$ cat src/hw/tlb_pkg.sv
// Shared sizes, types and state encodings for the set-associative TLB.
// Every TLB module imports this package in its body and uses scoped
// names for its ports.

package tlb_pkg;

    // ======================================================================
    // Sizes
    // ======================================================================

    // One fixed page size, so only page numbers are ever handled
    localparam int VA_PAGE_BITS = 24;
    localparam int PA_PAGE_BITS = 20;

    localparam int NUM_SETS = 64;
    localparam int NUM_WAYS = 4;
    localparam int SET_IDX_BITS = 6;

    // The tag is whatever is left of the virtual page above the set index
    localparam int TAG_BITS = VA_PAGE_BITS - SET_IDX_BITS;

    // Accepted lookup to response, in clock edges
    localparam int LOOKUP_LATENCY = 4;

    // Idle cycles after each insert before another fill is taken
    localparam int FILL_BUBBLE_CYCLES = 8;

    // ======================================================================
    // Types
    // ======================================================================

    typedef logic [VA_PAGE_BITS-1:0] t_va_page;
    typedef logic [PA_PAGE_BITS-1:0] t_pa_page;
    typedef logic [SET_IDX_BITS-1:0] t_set_idx;
    typedef logic [TAG_BITS-1:0] t_tlb_tag;
    typedef logic [NUM_WAYS-1:0] t_way_vec;
    typedef logic [$clog2(NUM_WAYS)-1:0] t_way_idx;

    // A stored translation
    typedef struct packed {
        t_tlb_tag tag;
        t_pa_page pa;
    } t_tlb_entry;

    // Translation handed in by the page walker
    typedef struct packed {
        t_va_page va;
        t_pa_page pa;
    } t_fill_req;

    // Hit and miss are one-hot when a response is present
    typedef struct packed {
        logic hit;
        logic miss;
        t_pa_page pa;
        t_va_page miss_va;
    } t_lookup_rsp;

    // Write to the way store, one enable bit per way
    typedef struct packed {
        t_set_idx idx;
        t_tlb_entry entry;
        t_way_vec wen;
    } t_way_write;

    typedef enum logic [1:0] {
        IDLE,
        INSERT,
        BUBBLE
    } t_fill_state;

endpackage

$ cat src/hw/tlb_lookup_pipe.sv
// Lookup pipeline of the TLB. Takes one lookup per cycle and answers
// each with a hit or a miss four edges after acceptance, in order.
// The stages are the storage read, tag XOR, XOR reduce and way select.
// lookup_en must already be qualified with the ready signal.

module tlb_lookup_pipe
(
    input  logic clk,
    input  logic reset,
    input  logic lookup_en,
    input  tlb_pkg::t_va_page lookup_va,
    output tlb_pkg::t_set_idx rd_idx,
    input  tlb_pkg::t_tlb_entry rd_entry [tlb_pkg::NUM_WAYS],
    input  tlb_pkg::t_way_vec rd_valid,
    output tlb_pkg::t_lookup_rsp lookup_rsp
);
    import tlb_pkg::*;

    // Stage valid bits and the virtual page carried alongside them
    logic s1_vld;
    logic s2_vld;
    logic s3_vld;
    t_va_page s1_va;
    t_va_page s2_va;
    t_va_page s3_va;

    // Stage 2 and 3 data
    t_tlb_tag s2_xor [NUM_WAYS];
    t_pa_page s2_pa [NUM_WAYS];
    t_pa_page s3_pa [NUM_WAYS];
    t_way_vec s3_match;

    // Way select, combinational from stage 3
    logic s3_any;
    t_way_idx s3_sel;

    // ======================================================================
    // Stage 1: storage read
    // ======================================================================

    // The set index is the low part of the virtual page
    assign rd_idx = lookup_va[SET_IDX_BITS-1:0];

    always_ff @(posedge clk)
    begin
        if (reset)
        begin
            s1_vld <= 1'b0;
            s2_vld <= 1'b0;
            s3_vld <= 1'b0;
        end
        else
        begin
            s1_vld <= lookup_en;
            s2_vld <= s1_vld;
            s3_vld <= s2_vld;
        end
        s1_va <= lookup_va;
        s2_va <= s1_va;
        s3_va <= s2_va;
    end

    // ======================================================================
    // Stage 2: tag XOR
    // ======================================================================

    // The full compare does not fit one cycle, so only the XOR is done here
    always_ff @(posedge clk)
    begin
        for (int w = 0; w < NUM_WAYS; w++)
        begin
            // An invalid way gets an all ones pattern and can never match
            if (rd_valid[w])
            begin
                s2_xor[w] <= rd_entry[w].tag ^ s1_va[VA_PAGE_BITS-1 -: TAG_BITS];
            end
            else
            begin
                s2_xor[w] <= '1;
            end
            s2_pa[w] <= rd_entry[w].pa;
        end
    end

    // ======================================================================
    // Stage 3: reduce
    // ======================================================================

    always_ff @(posedge clk)
    begin
        for (int w = 0; w < NUM_WAYS; w++)
        begin
            // A way matches when no XOR bit is set
            s3_match[w] <= ~(|s2_xor[w]);
        end
        s3_pa <= s2_pa;
    end

    // ======================================================================
    // Stage 4: way select and response
    // ======================================================================

    // Scanning downward leaves the lowest matching way selected
    always_comb
    begin
        s3_any = |s3_match;
        s3_sel = '0;
        for (int w = NUM_WAYS - 1; w >= 0; w--)
        begin
            if (s3_match[w])
            begin
                s3_sel = t_way_idx'(w);
            end
        end
    end

    always_ff @(posedge clk)
    begin
        if (reset)
        begin
            lookup_rsp.hit <= 1'b0;
            lookup_rsp.miss <= 1'b0;
        end
        else
        begin
            lookup_rsp.hit <= s3_vld & s3_any;
            lookup_rsp.miss <= s3_vld & ~s3_any;
        end
        lookup_rsp.pa <= s3_pa[s3_sel];
        // A miss hands back the page so the walker knows what to fetch
        lookup_rsp.miss_va <= s3_va;
    end

endmodule

$ cat config.mk
export PLATFORM = sky130hd
export DESIGN_NAME = tlb_lookup_pipe
export DESIGN_NICKNAME = d
export VERILOG_FILES = /design/src/hw/tlb_pkg.sv /design/src/hw/tlb_lookup_pipe.sv
export SDC_FILE = /design/constraint.sdc
export NUM_CORES = 1
export LEC_CHECK = 0
export CORE_ASPECT_RATIO = 0.7
export CORE_UTILIZATION = 38
export CTS_CLUSTER_DIAMETER = 200
export CTS_CLUSTER_SIZE = 40
export DETAILED_ROUTE_END_ITERATION = 8
export DONT_BUFFER_PORTS = 1
export GPL_TIMING_DRIVEN = 0
export PLACE_DENSITY = 0.51
export SETUP_SLACK_MARGIN = 0.05
export SLEW_MARGIN = 25
export SYNTH_ARGS = -nofsm -noshare
export SYNTH_HDL_FRONTEND = slang
export SYNTH_SLANG_ARGS = --single-unit
$ cat constraint.sdc
create_clock -name clk -period 1.4 [get_ports clk]
set_input_delay 0.07 -clock clk [delete_from_list [all_inputs] [get_ports clk]]
set_output_delay 0.07 -clock clk [all_outputs]
set_load 0.05 [all_outputs]
# Word level (Yosys, flattened, before mapping)

Memories as Yosys holds them, arrays and structs flattened.
Cells that the tools add are included.
W data, S select, Z words.

Shift-type cells: 0
Multipliers: 0
Reduce and logical (&&, ||, !) cells: 5
$add $sub $neg: 0
Mux-type cells: 23
Divide/modulo/power cells: 0
Bitwise logic cells: 16
Eq/ne operators: 0
Order comparisons: 1

Operator list:

| operator             | number |
|---|---|
| $mux W18             | 4 |
| $reduce_or A18 Y1    | 4 |
| $xor A18 B18 Y18     | 4 |
| $bmux W20 S2         | 1 |
| $mux W20             | 2 |
| $mux W1              | 12 |
| $mux W2              | 4 |
| $not A1 Y1           | 5 |
| $or A1 B1 Y1         | 4 |
| $reduce_or A4 Y1     | 1 |
| $ge A3 B3 Y1 const B | 1 |
| $not A2 Y3           | 1 |
| $and A1 B1 Y1        | 2 |

RAM bits: 72
Memories kept: 1
Latch bits: 0
Word-level logic and storage cells: 65
Output and inout port bits: 52
ROM bits: 0
Bits in registers: 285

Memories:

| name   | depth | width | read ports | clocked after Yosys merged registers in | wr ports | RTL line              | source |
|---|---|---|---|---|---|---|---|
| s2_xor | 4     | 18    | 4          | 0                                       | 4        | tlb_lookup_pipe.sv:28 | `t_tlb_tag s2_xor [NUM_WAYS];` |

# Longest topological paths before layout

Gate-level depths: netlist (run 1).

Depth after elaboration: 8
Mapped depth: 5
Depth with buffers taken out: 3

# Worst setup path before layout (run 1)

No wires, ideal clock.

Path type: register -> register
From: register s3_match[0]
To: register lookup_rsp[42] in the netlist's numbering
Arrival: 1.229 ns
Setup time: 0.119 ns
Cell stages (with the launch flop): 4
Path buffers: 1
Required time: 1.281 ns
Setup slack: 0.053 ns
Period minus slack after synthesis: 1.347 ns
Path through: dfxtp_1 -> or4b_4 -> buf_6 -> o221a_1

Longest elaborated chain between the ends: 5

RTL lines:

| what                                         | RTL line               | source |
|---|---|---|
| from (decl)                                  | tlb_lookup_pipe.sv:31  | `t_way_vec s3_match;` |
| from (signal, indexed assignment)            | tlb_lookup_pipe.sv:94  | `s3_match[w] <= ~(\|s2_xor[w]);` |
| $mux W2                                      | tlb_lookup_pipe.sv:110 | `if (s3_match[w])` |
| $not A2 Y3 (not written as such)             | tlb_lookup_pipe.sv:129 | `lookup_rsp.pa <= s3_pa[s3_sel];` |
| $bmux W20 S2                                 | tlb_lookup_pipe.sv:129 |  |
| $mux W20 (not written as such) (2 in series) | tlb_lookup_pipe.sv:129 |  |
| to (decl)                                    | tlb_lookup_pipe.sv:15  | `output tlb_pkg::t_lookup_rsp lookup_rsp` |

No other way between the ends. The select of a mux whose other input is x is not followed.
A chain may end at the register's enable or synchronous reset.

# Worst setup path in the final report (run 1)

From: register s3_match[0]
To: register lookup_rsp[26] in the netlist's numbering

The elaborated chain is that of the path after synthesis.

==> impl_metrics.toml, run 1 <==
[status]
status = "finished, violations left"
violations = "setup timing"

[setup_path]
reg2reg_from = "s3_match[0]"
r2r_slack_ps = -120
crit_path_top_delay_cell = "or4b_4"
cp_max_fo = 10
reg2reg_to = "lookup_rsp[26]"
crit_chain = "or4b_4 -> buf_8 -> o221ai_2 -> a21oi_1"
critical_path_class = "flip-flop to flip-flop"
r2r_cells = 4
critPathCaptureType = "flip-flop"
arrival_ps = 1900
path_depth = 4
critPathBufInv = 1
startpoint_type = "flip-flop"
slowest_delay_ps = 560
worstPathRequired_ps = 1780
crit_family = "simple AND/OR/NAND/NOR gates"

[pwr]
peakVddDrop_v = 0.000805
powerDensity_nw_per_um2 = 1410
p_total_mw = 16.6
p_leak_nw = 4.54

[timing]
drv_slew = 0
clock_skew_ps = 17.6
post-route-period-util_pct = 109
rsz0062_at_grt = "yes"
timing.final.hold_violations = 0
worstMarginPinSlew_ps = 630
max-slew-margin-rel_pct = 58.0
fmaxAchievable_ghz = 0.658
worst_slack_ps = -120
period_minus_slack_ps = 1520
hold_ws_ps = 110
fin_setup_tns_ps = -1580
setup_viol = 20

[floorplanning]
die_area_sq_um = 24700
core_area_sq_um = 23600
fp-row-count = 47
die_h_um = 132
io-pin-count = 235
die_w_um = 187
start_util_pct = 38.7

[routing]
drtAntennaViolNets = 0
routed_wl_mm = 19.8
avgViaCountPerCell = 4.37
first_iter_violations = 197
dr.pass1.iters = 4
remaining_drc_errors = 0
routed-via-count = 5129
wire_per_inst_um = 16.8

[global_routing]
globalRoute.totalOverflow = 0
grt_pass1_vias = 5480
antenna_found_initial = 0
grt_pass1_wl_mm = 30.5
grt_max_degree = 41
grt_use_total_pct = 15.9

[clock_network]
cts-root-buf = "clkbuf_16"
cts_buffers = 12
clkLatencyLatePin_ps = 500
clkSinkCount = 357
cts_tree = "done"
htreeDepth = 1
clk_pin_slew_worst_paths_ps = 130
clk_path_buf_depth = 3

[hold_path]
holdCritPathClass = "input port to flip-flop"
hold_start = "lookup_va[20]"
min_path_cells = 1
whs_endpoint = "s1_va[20]"

[layout]
n_antenna_cell = 0
fin_nets = 1039
area_growth_pct = 28.5
final_cell_mix = "356 x dfxtp_1, 182 x dlygate4sd3_1, 73 x nand2_1"
mostFrequentLayoutCell = "dfxtp_1"
drive_above_1_share_pct = 6.54
design_area_sq_um = 11700

[placed_design]
port_buffers = 0
dp_hpwl_mm = 13.3
place_ws_ps = -201
place_congestion = 0.804
placed_area_sq_um = 9540

[logic_synthesis]
syn_inst = 660
synth_nets = 843
yosysWarnings = 0
synth_seq_cells = 357
ys_types = 24
syn_area_per_cell_sq_um = 13.9
ys_seq_area_share_pct = 78.2
synth_area_sq_um = 9150

[run]
drv_cap = 0
-- worst max-delay path by stage --
stage	from	end	slack, ps
3_3_place_gp	s3_match[1]	lookup_rsp[33]	-200
6_report	s3_match[0]	lookup_rsp[26]	-120
4_1_cts	s3_match[0]	lookup_rsp[24]	-90
5_1_grt	s3_match[0]	lookup_rsp[28]	-150
2_1_floorplan	s3_match[0]	lookup_rsp[42]	50
3_5_place_dp	s3_match[1]	lookup_rsp[33]	-200
-- cell type report --
| cell class | count | area, sq um |
|---|---|---|
| Sequential cell | 357 | 7150 |
| Tap cell | 318 | 398 |
| Clock inverter | 1 | 5.00 |
| Timing Repair Buffer | 182 | 1820 |
| Clock buffer | 13 | 325 |
| Multi-Input combinational cell | 259 | 1820 |
| Fill cell | 2042 | 11900 |
| Inverter | 1 | 3.75 |
| Buffer | 43 | 228 |
-- state kept, by name (all words and copies together), names as in the netlist --
signal      count
s2_vld          1
s2_xor         72
s1_vld          1
s2_va          24
lookup_rsp     46
s3_pa          80
s3_match        4
s2_pa          80
s3_vld          1
s1_va          24
s3_va          24
-- power by group --
group,total [mW],internal (mW),switching [mW]
sequential,11.2,10.7,0.434
combinational,0.936,0.561,0.374
clock,4.48,1.70,2.78
total,16.6,13.0,3.59
-- through the flow --
step | cells | utilization, %
2_1_floorplan | 660 | -
3_3_place_gp | 978 | 40.4
3_5_place_dp | 978 | 40.4
4_1_cts | 1174 | 49.6
5_1_grt | 1174 | 49.7
6_report | 1174 | 49.7
-- per-layer routing --
metal	part of all wire, %	track usage, %	vias up
met3	6.0	3.78	22
met4	1.5	3.25	0
li1	-	-	2516
met1	45	21.0	2445
met2	47	26.6	146
met5	0	0	-
-- what timing repair did --
item                                    CTS  global route
hold buffers                            182             0
endpoints found under the hold margin   181             0
resized for setup                         7             6
buffers inserted                          0             0
endpoints found under the setup margin   22            23
-- kinds of logic after synthesis --
group,count (synthesis),synth area share (%)
flip-flops,357,78.2
AND/OR/NAND/NOR,127,6.84
XOR/XNOR,72,6.90
AO/OA/AOI/OAI,60,5.75
buffers and inverters,44,2.37
-- cell usage after synthesis --
master,instances,share of area (%)
nor4_1,17,1.2
clkbuf_1,28,1.1
or2b_1,2,0.16
inv_1,1,0.041
buf_4,8,0.66
and3b_1,1,0.096
nor2b_1,4,0.27
or4b_4,1,0.15
o22ai_1,19,1.3
nor3b_1,1,0.082
xnor2_1,72,6.9
or4_1,4,0.33
nand3_1,4,0.22
dfxtp_1,357,78
nand2b_1,19,1.3
buf_6,2,0.25
buf_2,5,0.27
or2_1,1,0.068
nand2_1,73,3.0
o21ai_0,1,0.055
o32a_1,1,0.11
o221a_1,1,0.12
o221ai_2,19,3.1
a21oi_1,19,1.0
No activity file was read; power rests on OpenSTA's default activity.
==> run 2, diff against run 1 <==
CELL_PAD_IN_SITES_DETAIL_PLACEMENT = 1   (was unset)
CELL_PAD_IN_SITES_GLOBAL_PLACEMENT = 2   (was unset)
CORE_UTILIZATION = 36   (was 38)
PLACE_DENSITY = 0.69   (was 0.51)
==> run 2 against run 1 <==
The run ends with DRC, setup timing left. First-iteration DRC count increased by 6.1%. Power increased by 0.35%. Clock skew increased by 1.8 ps. Flip-flop and latch count unchanged. Maximum frequency increased by 2.0%.
==> impl_metrics.toml, run 2 (synthesis results as in run 1) <==
[floorplanning]
core_area_sq_um = 24800
fp-row-count = 48
die_h_um = 135
start_util_pct = 36.9
die_w_um = 193
io-pin-count = 235
die_area_sq_um = 26100

[timing]
post-route-period-util_pct = 106
fmaxAchievable_ghz = 0.671
period_minus_slack_ps = 1490
drv_slew = 0
max-slew-margin-rel_pct = 54.2
clock_skew_ps = 19.4
setup_viol = 20
timing.final.hold_violations = 0
worstMarginPinSlew_ps = 687
rsz0062_at_grt = "yes"
worst_slack_ps = -90.2

[layout]
n_fill_cell = 2485
reg_top3 = "s2_pa (80), s3_pa (80), s2_xor (72)"
final_cell_mix = "353 x dfxtp_1, 183 x dlygate4sd3_1, 73 x nand2_1"
n_antenna_cell = 0
area_growth_pct = 29.0
mostFrequentLayoutCell = "dfxtp_1"
multi_input_area_sq_um = 1840
final_util_pct = 47.6
seq_area_sq_um = 7150
drive_above_1_share_pct = 7.11
design_area_sq_um = 11800
fin_nets = 1041

[status]
status = "finished, violations left"
violations = "DRC, setup timing"

[routing]
routed-via-count = 5189
wire_per_inst_um = 18.5
dr.pass1.iters = 8
drtAntennaViolNets = 0
routed_wl_mm = 21.9
avgViaCountPerCell = 4.39
remaining_drc_errors = 22
first_iter_violations = 209

[pwr]
seq_power_share_pct = 67.2
p_clk_share_pct = 27.0
p_leak_nw = 4.56
intPower_mw = 13.0
peakVddDrop_v = 0.000794
pwr-share-comb_pct = 5.8
p_switching_mw = 3.65
p_sw_share_pct = 21.9
powerDensity_nw_per_um2 = 1410

[placed_design]
dp_hpwl_mm = 14.1
placed_area_sq_um = 9550
port_buffers = 0
place_congestion = 0.770
place_ws_ps = -333

[global_routing]
grt_most_used_layer = "met2"
use_met2_pct = 29.0
antenna_found_initial = 0
grt_max_degree = 41
grt_pass1_wl_mm = 32.8
met1_usage_pct = 20.6
grt.met3_usage_pct = 3.60
globalRoute.totalOverflow = 0
grt_pass1_vias = 6005
grt_use_total_pct = 16.5

[setup_path]
arrival_ps = 1860
crit_chain = "or4b_4 -> buf_12 -> o221ai_2 -> a21oi_1"
crit_path_top_delay_cell = "or4b_4"
cp_max_fo = 10
slowest_delay_ps = 570
critical_path_class = "flip-flop to flip-flop"
startpoint_type = "flip-flop"
critPathCaptureType = "flip-flop"
worstPathRequired_ps = 1770

[clock_network]
cts-root-buf = "clkbuf_16"
cts_buffers = 12
cts_tree = "done"
htreeDepth = 1
clkLatencyLatePin_ps = 510
clkSinkCount = 357
clk_path_buf_depth = 3
clk_pin_slew_worst_paths_ps = 130

[run]
drv_cap = 0

[hold_path]
holdCritPathClass = "input port to flip-flop"
run 2: cell types whose count changed in the layout (fill, tap and decap cells not counted), moves of 2 or more:
| cell | before | now |
|---|---|---|
| buf_4 | 8 | 10 |
| nor4_2 | 3 | 1 |
| dfxtp_1 | 356 | 353 |
| buf_6 | 2 | 0 |
| dfxtp_2 | 0 | 3 |
| nor4_4 | 1 | 3 |
run 2: worst paths after layout:
check                startpoint              to  slack (ps)  cells past startpoint
setup / recovery    s3_match[0]  lookup_rsp[28]         -90                      4
hold / removal    lookup_va[15]       s1_va[15]         100                      1
setup reg to reg    s3_match[0]  lookup_rsp[28]         -90                      4
hold reg to reg       s2_pa[29]       s3_pa[29]         340                      0
run 2: layer usage:
layer,part of all wire (%),wire [um],up-vias
met5,0,0,-
met4,2.4,528,0
met3,5.3,1160,35
met2,48,10600,148
met1,44,9640,2495
li1,-,-,2511
run 2: worst max-delay path, delay by kind of cell, from the launching register on:
| family | cells | cell delay, ps |
|---|---|---|
| flip-flops | 1 | 380 |
| AO/OA/AOI/OAI | 2 | 240 |
| AND/OR/NAND/NOR | 1 | 570 |
| buffers and inverters | 1 | 180 |
run 2: metrics by stage:
stage / hold WS [ps] / TNS, ps / power, mW / instances
2_1_floorplan: 97.7 / 0 / 11.7 / 660
3_3_place_gp: 97.8 / -3210 / 11.9 / 985
3_5_place_dp: 97.7 / -3520 / 11.9 / 985
4_1_cts: 77.8 / -1580 / 16.8 / 1183
5_1_grt: 78.9 / -2210 / 17.3 / 1183
6_report: 103 / -1220 / 16.7 / 1183
run 2: power by group through the flow:
stage          logic (mW)  clock network (mW)  registers [mW]
2_1_floorplan       0.393                   0            11.3
3_3_place_gp        0.493                   0            11.4
3_5_place_dp        0.502                   0            11.4
4_1_cts             0.945                4.66            11.2
5_1_grt              1.03                5.03            11.3
6_report            0.960                4.50            11.2
run 2: cell type report:
type | instances | area share, %
Inverter | 1 | 0.0318
Sequential cell | 357 | 60.6
Buffer | 43 | 1.95
Clock inverter | 1 | 0.0424
Clock buffer | 13 | 2.76
Multi-Input combinational cell | 259 | 15.6
Tap cell | 325 | 3.45
Timing Repair Buffer | 184 | 15.6
run 2: what timing repair did:
| item | CTS | global route |
|---|---|---|
| setup buffers | 1 | 0 |
| setup endpoints to repair | 22 | 34 |
| hold endpoints to repair | 181 | 0 |
| hold buffers | 183 | 0 |
| resized for setup | 13 | 7 |
==> run 3, diff against run 2 <==
CORE_UTILIZATION = 25   (was 36)
PLACE_DENSITY = 0.5   (was 0.69)
==> run 3 against run 2 <==
Design area is 2.0% higher. Die area is 43% higher. Critical endpoint is now lookup_rsp[35]. Critical path type unchanged. Count of clock-buffer cells in the layout stayed put. Flip-flop and latch count stayed put. The flow finishes with violations (setup timing).
==> impl_metrics.toml, run 3 (synthesis results as in run 1) <==
[routing]
drtAntennaViolNets = 0
dr.pass1.iters = 4
routed-via-count = 5226
routed_wl_mm = 22.9
wire_per_inst_um = 17.1
remaining_drc_errors = 0
avgViaCountPerCell = 3.90
first_iter_violations = 194

[layout]
fin_nets = 1042
final_cell_mix = "353 x dfxtp_1, 183 x dlygate4sd3_1, 73 x nand2_1"
drive_above_1_share_pct = 7.92
design_area_sq_um = 12000
area_growth_pct = 31.7
finalNonFillerCells = 1340
n_fill_cell = 3855
mostFrequentLayoutCell = "dfxtp_1"
reg_top3 = "s2_pa (80), s3_pa (80), s2_xor (72)"

[pwr]
peakVddDrop_v = 0.000778
powerDensity_nw_per_um2 = 1390
p_leak_nw = 4.57
p_total_mw = 16.8

[clock_network]
clkLatencyLatePin_ps = 520
clk_path_buf_depth = 3
cts_tree = "done"
clkSinkCount = 357
cts-root-buf = "clkbuf_16"
htreeDepth = 1
cts_buffers = 12
clk_pin_slew_worst_paths_ps = 140

[run]
drv_cap = 0

[setup_path]
slowest_delay_ps = 560
crit_family = "simple AND/OR/NAND/NOR gates"
crit_path_top_delay_cell = "or4b_4"
cp_max_fo = 10
startpoint_type = "flip-flop"
worstPathRequired_ps = 1800
arrival_ps = 1900
critPathBufInv = 1
critPathCaptureType = "flip-flop"
crit_chain = "or4b_4 -> buf_6 -> o221ai_2 -> a21oi_1"
critical_path_class = "flip-flop to flip-flop"

[global_routing]
antenna_found_initial = 1
grt_use_total_pct = 12.2
grt_pass1_wl_mm = 34.5
use_met2_pct = 20.5
grt.met3_usage_pct = 2.81
globalRoute.totalOverflow = 0
met1_usage_pct = 15.9
grt_pass1_vias = 5837
grt_max_degree = 41
grt_most_used_layer = "met2"

[timing]
drv_slew = 0
timing.final.hold_violations = 0
setup_viol = 21
hold_ws_ps = 91.3
period_minus_slack_ps = 1500
post-route-period-util_pct = 107
fmaxAchievable_ghz = 0.668
clock_skew_ps = 14.8
rsz0062_at_grt = "yes"
worst_slack_ps = -97.3
max-slew-margin-rel_pct = 61.7
worstMarginPinSlew_ps = 574

[floorplanning]
die_w_um = 231
die_area_sq_um = 37400
core_area_sq_um = 36000
start_util_pct = 25.4
fp-row-count = 58
io-pin-count = 235
die_h_um = 162

[placed_design]
dp_cells = 1140
place_ws_ps = -282
place_congestion = 0.774
dp_hpwl_mm = 16.2
placed_area_sq_um = 9750
port_buffers = 0

[status]
violations = "setup timing"
status = "finished, violations left"

[hold_path]
holdCritPathClass = "input port to flip-flop"
[run 3: routing by layer]
layer	vias up	share of wire (%)
li1	2520	-
met1	2568	46
met2	120	48
met3	18	5.0
met4	0	1.5
met5	-	0
[run 3: per-stage QoR]
| step | setup TNS, ps | utilization [%] |
|---|---|---|
| final | -1530 | 33.5 |
| after detailed placement | -4430 | 27.1 |
| after global routing | -2430 | 33.5 |
| after floorplan | 0 | - |
| after CTS | -1660 | 33.3 |
| after global placement | -4880 | 27.1 |
[run 3: path summary, 6_finish.rpt]
path,slack (ps),depth (start not counted),endpoint,start
setup / recovery,-100,4,lookup_rsp[35],s3_match[0]
hold / removal,90,1,s1_va[9],lookup_va[9]
hold reg to reg,330,0,s3_pa[36],s2_pa[36]
setup reg to reg,-100,4,lookup_rsp[35],s3_match[0]
[run 3: cell type report]
class	instances	area, sq um	share of cell area [%]
inverters	1	3.75	0.0312
diodes	1	2.50	0.0208
clock buffers	13	325	2.70
flip-flops and latches	357	7150	59.4
multi-input cells	259	1880	15.6
well taps	480	601	4.99
clock inverters	1	5.00	0.0416
repair buffers	185	1850	15.3
plain buffers	43	225	1.87
[run 3: report_power, final]
group / switching [mW] / total [mW] / internal, mW
logic: 0.391 / 0.956 / 0.566
registers: 0.458 / 11.2 / 10.8
clock network: 2.91 / 4.61 / 1.70
total: 3.76 / 16.8 / 13.0
[run 3: worst register-to-register path, stage by stage, from the launching register on]
cell and delay, ps:
dfxtp_4 390, or4b_4 560, buf_6 190, o221ai_2 190, a21oi_1 70
[run 3: what timing repair did]
action | 4_1_cts | 5_1_grt
hold buffers | 183 | 0
setup buffers | 2 | 0
hold endpoints to repair | 181 | 0
setup endpoints to repair | 27 | 28
gates resized for setup | 16 | 10
pin swaps | 0 | 1
